## config.mk

```make
export PLATFORM = sky130hd
export DESIGN_NAME = exu_commit_flat
export DESIGN_NICKNAME = d
export VERILOG_FILES = /design/src/common/exu_pkg.sv /design/src/common/exu_res_if.sv /design/src/hw/exu/exu_commit.sv /design/src/flat_wrapper.sv
export VERILOG_INCLUDE_DIRS = /design/src /design/src/common
export SDC_FILE = /design/constraint.sdc
export NUM_CORES = 1
export LEC_CHECK = 0
export BUFFER_PORTS_ARGS = -buffer_cell sky130_fd_sc_hd__buf_2
export CELL_PAD_IN_SITES_DETAIL_PLACEMENT = 0
export CELL_PAD_IN_SITES_GLOBAL_PLACEMENT = 1
export CORE_AREA = 2 2 182 184
export DETAILED_ROUTE_END_ITERATION = 10
export DIE_AREA = 0 0 184 186
export GPL_ROUTABILITY_DRIVEN = 0
export PLACE_DENSITY_LB_ADDON = 0.08
export SYNTH_ARGS = -nofsm -noshare
export SYNTH_HDL_FRONTEND = slang
export SYNTH_SLANG_ARGS = --single-unit
export TNS_END_PERCENT = 1
```

## constraint.sdc

```tcl
create_clock -name clk -period 1.65 [get_ports clk]
set_input_delay 0.165 -clock clk [delete_from_list [all_inputs] [get_ports clk]]
set_output_delay 0.165 -clock clk [all_outputs]
set_load 0.02 [all_outputs]
```

## src/common/exu_cfg.svh

```systemverilog
// ----------------------------
// EXU configuration constants
// Datapath widths, lane count and fixed PC vectors
// ----------------------------
`ifndef EXU_CFG_SVH
`define EXU_CFG_SVH

`define EXU_XLEN        32          // Lane width
`define EXU_LANES       4           // Lanes per register
`define EXU_REG_AW      4           // 16 registers
`define EXU_IMM_W       32          // Decoded immediate

// PC vectors
`define EXU_RST_VECTOR  32'h200     // Target of reset-exit redirect
`define EXU_TRAP_VECTOR 32'h100     // Exception entry

// Cycles from reset release to the reset-exit redirect
`define EXU_INIT_DELAY  3

`endif
```

## src/common/exu_pkg.sv

```systemverilog
// ----------------------------
// EXU shared types
// Lane vectors, decode enums, command and result records
// ----------------------------
`default_nettype none
`include "exu_cfg.svh"

package exu_pkg;

    typedef logic [`EXU_XLEN-1:0]            xword_t;       // One lane
    typedef logic [`EXU_LANES*`EXU_XLEN-1:0] vec_t;         // Lane 0 in low bits
    typedef logic [`EXU_REG_AW-1:0]          reg_addr_t;
    typedef logic [`EXU_XLEN-1:0]            pc_t;

    typedef enum logic [3:0] {
        ALU_NONE, ALU_ADD, ALU_SUB, ALU_AND, ALU_OR, ALU_XOR,
        ALU_SLT, ALU_EQ, ALU_NE, ALU_LT, ALU_GE              // Compares give 1 or 0
    } alu_cmd_e;

    typedef enum logic {OP2_REG, OP2_IMM} op2_sel_e;
    typedef enum logic {SUM2_PC_IMM, SUM2_REG_IMM} sum2_sel_e;

    typedef enum logic [2:0] {
        WB_NONE, WB_ALU, WB_SUM2, WB_IMM, WB_INC_PC
    } wb_sel_e;

    typedef enum logic [3:0] {
        EXC_NONE, EXC_INSTR_MISALIGN, EXC_ILLEGAL_INSTR
    } exc_code_e;

    // Decoded command from the decoder
    typedef struct packed {
        reg_addr_t              rs1;
        reg_addr_t              rs2;
        reg_addr_t              rd;
        logic [`EXU_IMM_W-1:0]  imm;
        alu_cmd_e               alu_cmd;
        op2_sel_e               op2_sel;
        sum2_sel_e              sum2_sel;
        wb_sel_e                wb_sel;
        logic                   jump;
        logic                   branch;
        logic                   illegal;        // Flagged by decoder
    } exu_cmd_t;

    // Executed result waiting for retire
    typedef struct packed {
        pc_t        pc;
        reg_addr_t  rd;
        logic       wb_en;      // Cleared on exception
        vec_t       wb_data;
        logic       redirect;   // Taken jump/branch or trap
        pc_t        target;
        exc_code_e  exc_code;
        xword_t     trap_val;
    } exu_res_t;

endpackage

`default_nettype wire

```

## src/common/exu_res_if.sv

```systemverilog
// ----------------------------
// Execute to commit result link
// ----------------------------
`timescale 1ns/10ps
`default_nettype none

interface exu_res_if import exu_pkg::*; ();

    logic       valid;
    logic       ready;          // Retire side accepts
    exu_res_t   res;

    modport src (
        output valid,
        output res,
        input  ready
    );

    modport dst (
        input  valid,
        input  res,
        output ready
    );

endinterface

`default_nettype wire

```

## src/hw/exu/exu_commit.sv

```systemverilog
// ----------------------------
// EXU commit stage
// Retire record, register write, redirect and reset exit
// ----------------------------
`timescale 1ns/10ps
`default_nettype none
`include "exu_cfg.svh"

module exu_commit import exu_pkg::*; (
    input  logic        clk,
    input  logic        rst_n,
    exu_res_if.dst      r,
    output logic        retire_valid,
    input  logic        retire_ready,
    output pc_t         retire_pc,
    output exc_code_e   retire_exc_code,
    output xword_t      retire_trap_val,
    output logic        wb_en,
    output reg_addr_t   wb_addr,
    output vec_t        wb_data,
    output logic        new_pc_req,
    output pc_t         new_pc
);

    logic [`EXU_INIT_DELAY:0]   init_v;     // Fills with ones after reset
    logic                       init_pulse;
    logic                       retire;

    assign r.ready = retire_ready;
    assign retire  = r.valid & retire_ready;

    // Retire record straight from the held result
    assign retire_valid    = r.valid;
    assign retire_pc       = r.res.pc;
    assign retire_exc_code = r.res.exc_code;
    assign retire_trap_val = r.res.trap_val;

    // Write only on handshake, never on trap or to register 0
    assign wb_en   = retire & r.res.wb_en & (r.res.exc_code == EXC_NONE) & (r.res.rd != '0);
    assign wb_addr = r.res.rd;
    assign wb_data = r.res.wb_data;

    // ----------------------------
    // Reset exit and redirect
    // ----------------------------
    always_ff @(posedge clk, negedge rst_n) begin
        if (~rst_n) begin
            init_v <= '0;
        end else if (~&init_v) begin
            init_v <= {init_v[`EXU_INIT_DELAY-1:0], 1'b1};
        end
    end

    assign init_pulse = init_v[`EXU_INIT_DELAY-1] & ~init_v[`EXU_INIT_DELAY];  // One cycle

    // Pipeline is empty at reset exit, so the two sources never overlap
    assign new_pc_req = init_pulse | (retire & r.res.redirect);
    assign new_pc     = init_pulse ? `EXU_RST_VECTOR : r.res.target;

endmodule

`default_nettype wire

```

## src/flat_wrapper.sv

```systemverilog
// flat-port wrapper written by rule: the top's interface ports become plain ports
module exu_commit_flat import exu_pkg::*;
  (clk, rst_n, retire_valid, retire_ready, retire_pc, retire_exc_code, retire_trap_val, wb_en, wb_addr, wb_data, new_pc_req, new_pc, r_valid, r_res, r_ready);
  exu_res_if r_i ();
  input  logic clk;
  input  logic rst_n;
  output logic retire_valid;
  input  logic retire_ready;
  output pc_t retire_pc;
  output exc_code_e retire_exc_code;
  output xword_t retire_trap_val;
  output logic wb_en;
  output reg_addr_t wb_addr;
  output vec_t wb_data;
  output logic new_pc_req;
  output pc_t new_pc;
  input wire logic [$bits(r_i.valid)-1:0] r_valid;
  input wire logic [$bits(r_i.res)-1:0] r_res;
  output wire logic [$bits(r_i.ready)-1:0] r_ready;
  assign r_i.valid = r_valid;
  assign r_i.res = r_res;
  assign r_ready = r_i.ready;
  exu_commit u_core (.clk(clk), .rst_n(rst_n), .r(r_i), .retire_valid(retire_valid), .retire_ready(retire_ready), .retire_pc(retire_pc), .retire_exc_code(retire_exc_code), .retire_trap_val(retire_trap_val), .wb_en(wb_en), .wb_addr(wb_addr), .wb_data(wb_data), .new_pc_req(new_pc_req), .new_pc(new_pc));
endmodule
```

==> flow_summary.json <==
{
  "grt_usage_pct": 2.57,
  "top_regs": "u_core.init_v: 4 flops",
  "core_um2": 32200,
  "postRouteWirelength_um": 4930,
  "pwr-share-comb_pct": 36.7,
  "die_w_um": 184,
  "largest-register": "u_core.init_v",
  "post-cts-setup-buffer-count": 0,
  "status": "completed",
  "ir_drop_mv": 0.365,
  "gr-total-overflow": 0,
  "synth_fp_nets": 490,
  "grt_pass1_vias": 957,
  "fmax_mhz": 654,
  "n_antenna_cell": 0,
  "initial_core_util_pct": 5.86,
  "clkSlewWorstSetupHoldPaths_ps": 30,
  "post-route-util_pct": 4.37,
  "yosysTopAreaCellShare_pct": 80.4,
  "syn_inst": 252,
  "die-area_um2": 34200,
  "routedWlPerCell_um": 9.04,
  "yosys.cell_types.count": 13,
  "vias": 894,
  "setup_tns_ps": 0,
  "drt_iter0_drc": 7,
  "final_cell_mix": "buf_2, and2_1, dfrtp_1, clkbuf_16",
  "worstSetupStartpointType": "flop",
  "numCtsBuffers": 3,
  "maxCapViolations": 0,
  "skew_ps": 1.38,
  "cts.sinks": 4,
  "seq_power_share_pct": 14.0,
  "die_h_um": 186,
  "first_pass_iters": 2,
  "cts-htree-levels": 1,
  "synth_area_um2": 1890,
  "grt_pass1_wl_um": 6280,
  "path_max_fanout": 23,
  "final_common_cell": "buf_2",
  "yosysSeqAreaShare_pct": 5.31,
  "clk-insertion-delay-late_ps": 220,
  "core.rowCount": 66,
  "port_buffers": 89,
  "leakage_nw": 0.558,
  "power_density_nw_per_um2": 533,
  "cp.required_ps": 1480,
  "cts.hold.buffers_added": 1,
  "period_share_pct": 92.7,
  "period_minus_slack_ps": 1530,
  "yosysWarnings": 0,
  "cts_buffer_depth": 2,
  "finalHoldViolCount": 0,
  "hold_path.class": "in2async",
  "drc": 0,
  "synthToLayoutAreaGrowth_pct": -25.3,
  "avgSynthCellArea_um2": 7.49,
  "reg2reg_setup_slack_ps": 1140,
  "root_buffer": "clkbuf_16",
  "ioPinCount": 474,
  "post_cts_resized": 0,
  "synth_seq_cells": 4,
  "crit_type": "reg2out",
  "p_int_mw": 0.526,
  "drive_above_1_share_pct": 68.1,
  "switching_share_pct": 29.9,
  "dp_hpwl_um": 4280,
  "nNetsFinal": 378,
  "largest_register_ffs": 4,
  "endpoint_kind": "primary output",
  "synth_top_area_cell": "buf_4",
  "grt_max_degree": 24,
  "antenna_found_initial": 0,
  "ys_top_cells_by_area": "buf_4, and2_1, dfrtp_1",
  "rsz0062_at_grt": "false",
  "vias_per_cell": 1.64,
  "p_switching_mw": 0.224,
  "setup_viol_count_final": 0,
  "slew_viol_final": 0,
  "pwr-share-clk_pct": 49.3,
  "cts_tree": "yes",
  "ant_nets": 0,
  "crit_arrival_ps": 1360
}
## worst paths after layout
check / start / to / cells past startpoint
min in group clk: r_res[203] / retire_pc[1] / 0
min reg2reg: u_core.init_v[0] / u_core.init_v[1] / 0
min: rst_n / u_core.init_v[2] / 2
max in group asynchronous: rst_n / u_core.init_v[1] / 2
max reg2reg: u_core.init_v[2] / u_core.init_v[3] / 0
max: u_core.init_v[3] / new_pc[0] / 4
## synth_stat cells (all sizes together)
library cell  number
buf              202
and2              31
clkbuf             6
dfrtp              4
nand2b             2
conb               1
nand2              1
nand3              1
nand4b             1
nor3               1
nor4               1
or3                1
## cell families after synthesis
kind of cell,synth area share (%)
other,0.199
AND/OR/NAND/NOR,12.9
buffers and inverters,81.6
flip-flops,5.31
## per-layer routing
layer | wire (µm) | global-route usage, % | vias up
met5 | 0 | 0 | -
met1 | 1420 | 2.12 | 365
li1 | - | - | 325
met4 | 486 | 2.85 | 0
met2 | 1960 | 3.31 | 140
met3 | 1060 | 2.52 | 64
## area by class of cell
cell class              instances  area [µm²]
fillers                      3866       30800
well taps                     408         510
repair buffers                 91         475
multi-input cells              40         248
flip-flops and latches          4         100
clock buffers                   3        75.1
## per-stage QoR
step | cells | total power, mW | hold WS (ps) | area (µm²) | setup slack, ps
after floorplan | 252 | 0.941 | -131 | 1890 | 448
after global placement | 542 | 0.396 | -20.5 | 1320 | 304
after detailed placement | 542 | 0.389 | -18.1 | 1320 | 309
after CTS | 546 | 0.768 | 307 | 1410 | 76.7
after global routing | 546 | 0.794 | 312 | 1410 | 26.2
final | 546 | 0.751 | 300 | 1410 | 120
## power groups by stage
stage | combinational [mW] | clock, mW | sequential, mW
6_report | 0.275 | 0.370 | 0.105
5_1_grt | 0.299 | 0.389 | 0.106
4_1_cts | 0.285 | 0.378 | 0.106
3_5_place_dp | 0.282 | 0 | 0.107
3_3_place_gp | 0.290 | 0 | 0.107
2_1_floorplan | 0.835 | 0 | 0.106
## critical path: stages, from the launching register on
cell      delay [ps]
dfrtp_1          340
nand2b_2         270
buf_12           200
and2_1           160
buf_2            160
(Power assumes the default switching activity.)
