--- config.mk ---
export PLATFORM = sky130hd
export DESIGN_NAME = exu_queue_flat
export DESIGN_NICKNAME = d
export VERILOG_FILES = /design/src/common/exu_pkg.sv /design/src/common/exu_cmd_if.sv /design/src/hw/exu/exu_queue.sv /design/src/flat_wrapper.sv
export VERILOG_INCLUDE_DIRS = /design/src /design/src/common
export SDC_FILE = /design/constraint.sdc
export NUM_CORES = 1
export LEC_CHECK = 0
export CAP_MARGIN = 0
export CELL_PAD_IN_SITES_DETAIL_PLACEMENT = 0
export CELL_PAD_IN_SITES_GLOBAL_PLACEMENT = 1
export CORE_MARGIN = 4
export CORE_UTILIZATION = 53
export DETAILED_ROUTE_END_ITERATION = 12
export DONT_BUFFER_PORTS = 1
export GPL_ROUTABILITY_DRIVEN = 0
export PLACE_DENSITY = 0.95
export SYNTH_ARGS = -nofsm -noshare
export SYNTH_HDL_FRONTEND = slang
export SYNTH_SLANG_ARGS = --single-unit
--- constraint.sdc ---
create_clock -name clk -period 5.3 [get_ports clk]
set_input_delay 0.53 -clock clk [delete_from_list [all_inputs] [get_ports clk]]
set_output_delay 0.53 -clock clk [all_outputs]
set_load 0.05 [all_outputs]
--- src/common/exu_cfg.svh ---
// ----------------------------
// EXU configuration constants
// Datapath widths, lane count and fixed PC vectors
// ----------------------------
`ifndef EXU_CFG_SVH
`define EXU_CFG_SVH

`define EXU_XLEN        32          // Lane width
`define EXU_LANES       4           // Lanes per register
`define EXU_REG_AW      4           // 16 registers
`define EXU_IMM_W       32          // Decoded immediate

// PC vectors
`define EXU_RST_VECTOR  32'h200     // Target of reset-exit redirect
`define EXU_TRAP_VECTOR 32'h100     // Exception entry

// Cycles from reset release to the reset-exit redirect
`define EXU_INIT_DELAY  3

`endif
--- src/common/exu_pkg.sv ---
// ----------------------------
// EXU shared types
// Lane vectors, decode enums, command and result records
// ----------------------------
`default_nettype none
`include "exu_cfg.svh"

package exu_pkg;

    typedef logic [`EXU_XLEN-1:0]            xword_t;       // One lane
    typedef logic [`EXU_LANES*`EXU_XLEN-1:0] vec_t;         // Lane 0 in low bits
    typedef logic [`EXU_REG_AW-1:0]          reg_addr_t;
    typedef logic [`EXU_XLEN-1:0]            pc_t;

    typedef enum logic [3:0] {
        ALU_NONE, ALU_ADD, ALU_SUB, ALU_AND, ALU_OR, ALU_XOR,
        ALU_SLT, ALU_EQ, ALU_NE, ALU_LT, ALU_GE              // Compares give 1 or 0
    } alu_cmd_e;

    typedef enum logic {OP2_REG, OP2_IMM} op2_sel_e;
    typedef enum logic {SUM2_PC_IMM, SUM2_REG_IMM} sum2_sel_e;

    typedef enum logic [2:0] {
        WB_NONE, WB_ALU, WB_SUM2, WB_IMM, WB_INC_PC
    } wb_sel_e;

    typedef enum logic [3:0] {
        EXC_NONE, EXC_INSTR_MISALIGN, EXC_ILLEGAL_INSTR
    } exc_code_e;

    // Decoded command from the decoder
    typedef struct packed {
        reg_addr_t              rs1;
        reg_addr_t              rs2;
        reg_addr_t              rd;
        logic [`EXU_IMM_W-1:0]  imm;
        alu_cmd_e               alu_cmd;
        op2_sel_e               op2_sel;
        sum2_sel_e              sum2_sel;
        wb_sel_e                wb_sel;
        logic                   jump;
        logic                   branch;
        logic                   illegal;        // Flagged by decoder
    } exu_cmd_t;

    // Executed result waiting for retire
    typedef struct packed {
        pc_t        pc;
        reg_addr_t  rd;
        logic       wb_en;      // Cleared on exception
        vec_t       wb_data;
        logic       redirect;   // Taken jump/branch or trap
        pc_t        target;
        exc_code_e  exc_code;
        xword_t     trap_val;
    } exu_res_t;

endpackage

`default_nettype wire

--- src/common/exu_cmd_if.sv ---
// ----------------------------
// Queue to execute command link
// ----------------------------
`timescale 1ns/10ps
`default_nettype none

interface exu_cmd_if import exu_pkg::*; ();

    logic       valid;
    logic       ready;
    exu_cmd_t   cmd;            // Held stable while valid
    pc_t        pc;             // PC assigned by the queue

    modport src (
        output valid, cmd, pc,
        input  ready
    );

    modport dst (
        input  valid, cmd, pc,
        output ready
    );

endinterface

`default_nettype wire

--- src/hw/exu/exu_queue.sv ---
// ----------------------------
// EXU input queue
// One-entry command register with sequential PC
// ----------------------------
`timescale 1ns/10ps
`default_nettype none
`include "exu_cfg.svh"

module exu_queue import exu_pkg::*; (
    input  logic        clk,
    input  logic        rst_n,
    input  logic        cmd_valid,
    output logic        cmd_ready,
    input  exu_cmd_t    cmd,
    input  logic        new_pc_req,
    input  pc_t         new_pc,
    exu_cmd_if.src      q
);

    logic       started;        // Set by reset-exit redirect
    logic       q_valid;
    exu_cmd_t   q_cmd;
    pc_t        q_pc;
    pc_t        seq_pc;         // PC for next accepted command
    logic       accept;

    // Blocked before reset exit and in any redirect cycle
    assign cmd_ready = started & ~new_pc_req & (~q_valid | q.ready);
    assign accept    = cmd_valid & cmd_ready;

    always_ff @(posedge clk, negedge rst_n) begin
        if (~rst_n) begin
            started <= 1'b0;
            q_valid <= 1'b0;
            seq_pc  <= `EXU_RST_VECTOR;
        end else begin
            if (new_pc_req) begin
                started <= 1'b1;
                q_valid <= 1'b0;            // Flush
                seq_pc  <= new_pc;
            end else if (accept) begin
                q_valid <= 1'b1;
                seq_pc  <= seq_pc + pc_t'(4);
            end else if (q.ready) begin
                q_valid <= 1'b0;            // Moved to execute
            end
        end
    end

    always_ff @(posedge clk) begin
        if (accept) begin
            q_cmd <= cmd;
            q_pc  <= seq_pc;
        end
    end

    assign q.valid = q_valid;
    assign q.cmd   = q_cmd;
    assign q.pc    = q_pc;

endmodule

`default_nettype wire

--- src/flat_wrapper.sv ---
// flat-port wrapper written by rule: the top's interface ports become plain ports
module exu_queue_flat import exu_pkg::*;
  (clk, rst_n, cmd_valid, cmd_ready, cmd, new_pc_req, new_pc, q_valid, q_cmd, q_pc, q_ready);
  exu_cmd_if q_i ();
  input  logic clk;
  input  logic rst_n;
  input  logic cmd_valid;
  output logic cmd_ready;
  input  exu_cmd_t cmd;
  input  logic new_pc_req;
  input  pc_t new_pc;
  output wire logic [$bits(q_i.valid)-1:0] q_valid;
  output wire logic [$bits(q_i.cmd)-1:0] q_cmd;
  output wire logic [$bits(q_i.pc)-1:0] q_pc;
  input wire logic [$bits(q_i.ready)-1:0] q_ready;
  assign q_valid = q_i.valid;
  assign q_cmd = q_i.cmd;
  assign q_pc = q_i.pc;
  assign q_i.ready = q_ready;
  exu_queue u_core (.clk(clk), .rst_n(rst_n), .cmd_valid(cmd_valid), .cmd_ready(cmd_ready), .cmd(cmd), .new_pc_req(new_pc_req), .new_pc(new_pc), .q(q_i));
endmodule
==> results of run 1 <==
==> power groups by stage <==
stage | sequential (uW) | combinational [uW] | clock (uW)
floorplan | 1270 | 77.7 | 0
global placement | 1290 | 84.9 | 0
detailed placement | 1300 | 87.6 | 0
CTS | 1280 | 95.7 | 1120
global route | 1290 | 109 | 1180
finish | 1280 | 95.1 | 1100
==> placed cells by master, fill, tap and decap left out, drive strengths merged, types with 3 or more instances in the layout <==
| cell type | instances |
|---|---|
| inv | 13 |
| and4 | 4 |
| buf | 4 |
| nand2 | 36 |
| clkinvlp | 3 |
| edfxtp | 88 |
| and2 | 4 |
| or4 | 3 |
| clkbuf | 18 |
| a21o | 3 |
| dfrtp | 33 |
| nand3 | 13 |
| o21ai | 21 |
| nor3 | 3 |
| or3 | 3 |
| a21oi | 9 |
| nor2 | 11 |
| nand2b | 3 |
| a31oi | 6 |
| a221o | 3 |
| and3 | 5 |
| o211ai | 8 |
| mux2i | 5 |
| o311ai | 8 |
| nand4 | 14 |
==> registers in the layout, summed over array words and instances, names as in the netlist <==
register,flops
u_core.q.cmd,56
u_core.q.pc,32
u_core.q.valid,1
u_core.seq_pc,32
u_core.started,1
==> metal layers <==
metal,track usage (%),vias up,part of all wire [%]
li1,-,1274,-
met1,24.7,1399,39
met2,31.8,136,50
met3,7.85,13,9.6
met4,7.97,0,1.3
met5,0,-,0
==> cell usage after synthesis (5+ instances only) <==
library cell,n
nand3_1,13
clkbuf_1,6
and3_1,5
o211ai_1,8
nand2_1,35
mux2i_1,5
o21ai_0,21
a21oi_1,9
edfxtp_1,88
nand4_1,13
nor2_1,10
o311ai_0,8
dfrtp_1,33
a31oi_1,6
buf_2,6
==> repair_timing <==
item | 4_1_cts | 5_1_grt
setup endpoints to repair | 0 | 0
endpoints found under the hold margin | 34 | 0
hold buffers | 2 | 0
==> worst max-delay path: stages, from the launching register on <==
cell and delay [ns]:
dfrtp_1 0.56, nand2b_1 0.21, nand4_1 0.19, inv_4 0.44, buf_4 0.65, and2_1 0.21
o21ai_0 0.07, o311ai_0 0.10
==> logic make-up after synthesis <==
family	count (synthesis)
flip-flops	122
AND/OR/NAND/NOR	104
AO/OA/AOI/OAI	67
buffers and inverters	20
multiplexers	7
XOR/XNOR	1
adder cells (fa/ha/maj)	1
==> cell type report <==
type,instances,share of cell area (%)
Timing Repair Buffer,5,0.976
Multi-Input combinational cell,180,20.5
Clock buffer,18,7.76
Sequential cell,122,64.9
Tap cell,108,2.51
Inverter,5,0.395
Clock inverter,14,2.98
==> stage by stage <==
stage | hold slack, ns | setup slack [ns] | utilization (%) | total power [uW]
global placement | 0.236 | 2.77 | 55.0 | 1380
floorplan | 0.234 | 2.28 | - | 1350
detailed placement | 0.235 | 2.73 | 55.0 | 1380
global route | 0.0959 | 2.52 | 62.0 | 2570
CTS | 0.0983 | 2.72 | 62.0 | 2500
finish | 0.121 | 2.72 | 62.0 | 2480
==> how the worst min path moves through the flow <==
stage,endpoint,slack (ns),cells past startpoint
2_1_floorplan,u_core.q.valid$_DFFE_PN0P_,0.23,0
3_3_place_gp,u_core.seq_pc[13]$_DFFE_PN0P_,0.24,0
3_5_place_dp,u_core.seq_pc[13]$_DFFE_PN0P_,0.24,0
4_1_cts,u_core.q.cmd[11]$_DFFE_PP_,0.1,0
5_1_grt,u_core.q.cmd[46]$_DFFE_PP_,0.1,0
6_report,u_core.q.cmd[46]$_DFFE_PP_,0.12,0
==> metrics.txt, run 1 <==
status complete, no violations; pwr/cell area 460 nW/um2; XOR/XNOR Fraction of Synth Area 0.187%; final hold violation count 0; final setup violation count 0; Worst-path clk slew about 0.060 ns; post-route insts no fill 452; synthesized cell area ~4700 um2; largest net degree at the start of global routing 61; async set or reset register ratio after synthesis approximately 28%; Rel. slew slack around 30%; dominant synthesized flop cell edfxtp_1; Row Count 34; CTS tree built; internal power 1820 uW; Leak 0.00192 uW; Synth-to-Final Area Change 14.8%; Syn Nets roughly 420; worst hold path type input port to flop; register bit total from synthesis 122; Seq/Total Area, Yosys between 70 and 80%; Avg Cell Area, Syn about 15 um2; initial antenna violation count 0; Vias ~2800; clk buf depth 2; first-pass GRT wire length approximately 15000 um; Max Freq about 390 MHz; 1st-iter DRT viols ~170; max-cap violations 0; main combinational cell family by area after synthesis simple AND/OR/NAND/NOR gates; iteration count of the initial detailed-routing pass 4; RR Endpoint u_core.seq_pc[5]$_DFFE_PN0P_; DR vias/cell between 6 and 7; Worst VDD drop roughly 0.21 mV; post-synth top area cell edfxtp_1; sequential share of power between 50% and 60%; clk_lat worst skew ~0.50 ns; Compound-Gate Fraction of Synth Area about a tenth; clock power share between 40% and 50%; WL per Instance 23.6 um; Routed WL around 11000 um; diode count 0; Tmin final 2.58 ns; Worst Setup Start Kind flop; number of remaining DRC errors 0; CORE AREA 8680 um2; cells after synthesis ~320; DPL Wire Length around 7500 um; Fillers ~680; reg2reg setup slack 2.72 ns; CTS buffer count 17; EDFF count, synth between 80 and 90; Post-Synth Simple-Gate Area 11.9%; setup repair bufs after CTS 0; fin. max-slew vios 0; critical path launch point u_core.q.valid$_DFFE_PN0P_; Die Wd between 100 and 150 um; WP data required 5.69 ns; share of the synthesized area in the top cell type 56.4%; Worst-Margin Slew 1.06 ns; HP Start cmd[46]; top post-synthesis cells by area edfxtp_1 56%, dfrtp_1 18%, nand2_1 2.8%; RSZ-0062 raised after global routing false; Switching Power 657 uW; mux cell area share after synthesis about 1.5%; CTS resizes 0; Post-Synth Adder-Cell Area less than 1%; Crit. End Element flop; Boundary Pins between 150 and 200; CP Max Fanout 60; Root Driver clkbuf_8; proportion of layout cells with a drive suffix above 1 between 10% and 20%; H-tree levels 4; clk sink count 122; switch share a little over a quarter; Setup crit end u_core.seq_pc[5]$_DFFE_PN0P_; PortBufs 0; placed inst area between 4000 and 5000 um2; critical path class flop to flop; final worst-path cycle share around half; logic gate share of total power between 3 and 4%; register area roughly 3500 um2; multi-input logic area 1100 um2; crit path DAT 2.97 ns; Overflow after GRT 0; clk_skew between 0.005 and 0.006 ns; synth warn 0; number of global-route vias before repair 2620; Routed Antenna Nets 0; initial core utilization a little over half; die area 10400 um2; FF-to-FF Start u_core.q.valid$_DFFE_PN0P_; final instance area between 5000 and 6000 um2; global-route usage over all layers roughly a fifth; fin nets around 430; Inst Count DP 418; setup TNS 0 ns; chip height roughly 100 um; post-synthesis cell type count 44; R2R depth 7
(Power assumes the default switching activity.)
==> inputs of run 2 (changes only) <==
- ABC_AREA: not set -> 1
- CORE_UTILIZATION: 53 -> 47
- PLACE_DENSITY: 0.95 -> 0.9
- clock period: 5.3 -> 2.4 ns (I/O delays scaled with it)
==> run 2 against run 1 <==
- cell area is 28% higher
- sequential cell count unchanged
- non-clock buffer count grew 93
- critical endpoint is now cmd_ready
- synthesized cell count grew 51%
- area after synthesis increased by 11%
- register-to-register slack got worse by 2.0 ns
- first-iteration DRC count up 59%
- clock power rose by 120%
==> metrics.txt, run 2 <==
top cells by count, synth 180 x nand2_1, 88 x edfxtp_1, 47 x inv_1; Row Count 38 (+12%); Avg Cell Area, Syn 10.7 um2 (-27%); setup TNS 0 ns (unchanged); max FFs per register 56 (unchanged); proportion of layout cells with a drive suffix above 1 11.1% (-2.0 points); Crit. End Element primary output; Leak 0.00288 uW (+50%); first-pass GRT wire length 21600 um (+40%); multi-input logic area 1440 um2 (+31%); internal power 4140 uW (+130%); chip height 113 um (+11%); async set or reset register ratio after synthesis 27.9% (unchanged); final setup violation count 0 (unchanged); Tmin final roughly 1.8 ns; Fillers 838 (+24%); worst hold path type input port to flop; max-cap violations 0 (unchanged); CP Cell Sequence nand2_1 > and3_1; DPL Wire Length 9520 um (+27%); register bit total from synthesis 122 (unchanged); WL per Instance 18.1 um (-24%); crit path DAT 1.54 ns (-1.43 ns); number of remaining DRC errors 0 (unchanged); setup repair bufs after CTS 0 (unchanged); sequential share of power 49.6% (-2.0 points); Worst-path clk slew 0.06 ns (about the same); Vias 3718 (+32%); clock power share 41.7% (-2.9 points); EDFF count, synth 88 (unchanged); top-count cell post-synth nand2_1; CORE AREA 10800 um2 (+25%); final worst-path cycle share between 70 and 80%; DR vias/cell 4.98 (-20%); initial antenna violation count 0 (unchanged); RSZ-0062 raised after global routing false; largest net degree at the start of global routing 55 (-9.8%); pwr/cell area 830 nW/um2 (+80%); status complete, no violations; Post-CTS Hold Fix Bufs 95 (+93); cells after synthesis 485 (+51%); Synth-to-Final Area Change 33.0%; Slowest cell on crit path and3_1; fin nets 688 (+62%); clk_skew 0.00693 ns (+0.00107 ns); number of global-route vias before repair 3726 (+42%); top post-synthesis cells by area edfxtp_1 51%, dfrtp_1 16%, nand2_1 13%; Syn Nets 579 (+39%); dominant synthesized flop cell edfxtp_1; register area 3490 um2 (unchanged); clk_lat worst skew 0.51 ns (about the same); WP data required 2.16 ns (-3.53 ns); Seq/Total Area, Yosys 67.4% (-7.1 points); clk buf depth 2 (unchanged); synth warn 0 (unchanged); initial core utilization 47.8% (-6.2 points); synthesized cell area 5180 um2 (+11%); iteration count of the initial detailed-routing pass 4 (unchanged); global-route usage over all layers 22.3% (+2.3 points); post-synth top area cell edfxtp_1; CTS buffer count 17 (unchanged); switch share 27.6% (+1.1 points); clk sink count 122 (unchanged); CTS tree built; final hold violation count 0 (unchanged); Post-Route Utilization 63.6% (+1.6 points); 1st-iter DRT viols 266 (+59%); commonest cells after routing, fill and taps aside 180 x nand2_1, 93 x dlygate4sd3_1, 88 x edfxtp_1, 47 x inv_1, 34 x nor2_1; Rel. slew slack 61.6% (+32 points); CP max stage delay 0.51 ns (-0.14 ns); logic gate share of total power 8.7% (+4.9 points); Root Driver clkbuf_8; commonest non-fill, non-tap cell in the layout nand2_1; CP Max Fanout 3 (-95%); CP bufs+invs 0 (-2); Switching Power 1580 uW (+140%); Die Wd 113 um (+11%); post-synthesis cell type count 32 (-27%); H-tree levels 4 (unchanged); Worst-Margin Slew 0.577 ns (-0.482 ns); PortBufs 0 (unchanged); fin. max-slew vios 0 (unchanged); CTS resizes 0 (unchanged); Max Freq between 500 and 600 MHz; Routed WL 13500 um (+26%); share of the synthesized area in the top cell type 51.0% (-5.4 points); Boundary Pins 183 (unchanged); Worst Setup Start Kind flop; CP top delay family simple AND/OR/NAND/NOR gates; Overflow after GRT 0 (unchanged); die area 12800 um2 (+23%); Worst VDD drop 0.509 mV (+140%); Routed Antenna Nets 0 (unchanged); critical path class flop to primary output
-- run 2: cell count changes after synthesis, moves of 5 or more --
cell,previous run,this run
a21oi_1,9,1
a31oi_1,6,0
inv_1,4,47
mux2i_1,5,0
nand2_1,35,180
nand2_2,0,5
nand3_1,13,25
nand4_1,13,0
nor2_1,10,34
nor2_2,0,7
o21ai_0,21,14
o311ai_0,8,0
xor2_1,1,7
-- run 2: worst paths after layout --
path,end,depth (start not counted),slack [ns],from
worst max-delay path,cmd_ready,2,0.62,u_core.q.valid$_DFFE_PN0P_
worst min-delay path,u_core.seq_pc[1]$_DFFE_PN0P_,3,0.04,new_pc_req
worst max register to register,u_core.q.cmd[11]$_DFFE_PP_,4,0.68,u_core.q.valid$_DFFE_PN0P_
worst min register to register,u_core.q.pc[0]$_DFFE_PP_,0,0.46,u_core.seq_pc[0]$_DFFE_PN0P_
max in group asynchronous,u_core.seq_pc[9]$_DFFE_PN1P_,2,1.96,rst_n
min in group asynchronous,u_core.seq_pc[31]$_DFFE_PN0P_,2,0.17,rst_n
-- run 2: worst reg2reg max path: stages, from the launching register on --
cell,delay (ns)
dfrtp_1,0.38
nand2_1,0.15
nand4_4,0.15
inv_4,0.37
buf_12,0.33
-- run 2: layout make-up --
cell class | count | share of cell area, %
Inverter | 52 | 2.90
Clock buffer | 17 | 6.01
Sequential cell | 122 | 50.7
Antenna cell | 1 | 0.0363
Clock inverter | 14 | 2.12
Timing Repair Buffer | 98 | 14.8
Multi-Input combinational cell | 303 | 20.9
Tap cell | 140 | 2.54
-- run 2: cells by family after synthesis --
logic type | synth area share, %
simple gates | 23.0
flops | 67.4
compound gates | 2.80
fa+ha+maj | 0.241
buf+inv | 4.75
xor+xnor | 1.83
-- run 2: metal layers --
| metal | GRT usage (%) | vias to the layer above | share of wire (%) |
|---|---|---|---|
| met3 | 7.01 | 16 | 8.1 |
| met4 | 6.41 | 0 | 1.1 |
| met5 | 0 | - | 0 |
| met2 | 36.0 | 156 | 49 |
| li1 | - | 1802 | - |
| met1 | 29.3 | 1744 | 41 |
-- run 2: power by group through the flow --
stage / logic (uW) / clock network (uW) / registers (uW)
after floorplan: 277 / 0 / 2830
after global placement: 325 / 0 / 2870
after detailed placement: 339 / 0 / 2880
after CTS: 502 / 2430 / 2840
after global routing: 566 / 2550 / 2860
final: 499 / 2390 / 2840
-- run 2: metrics by stage --
stage	total power (uW)	hold WS, ns	cells	cell area (um2)	setup slack (ns)
2_1_floorplan	3110	-0.0556	485	5190	0.294
3_3_place_gp	3200	-0.0535	620	5360	0.752
3_5_place_dp	3220	-0.0538	620	5360	0.699
4_1_cts	5770	0.0291	746	6890	0.626
5_1_grt	5980	0.0543	746	6890	0.553
6_report	5720	0.0428	747	6890	0.615
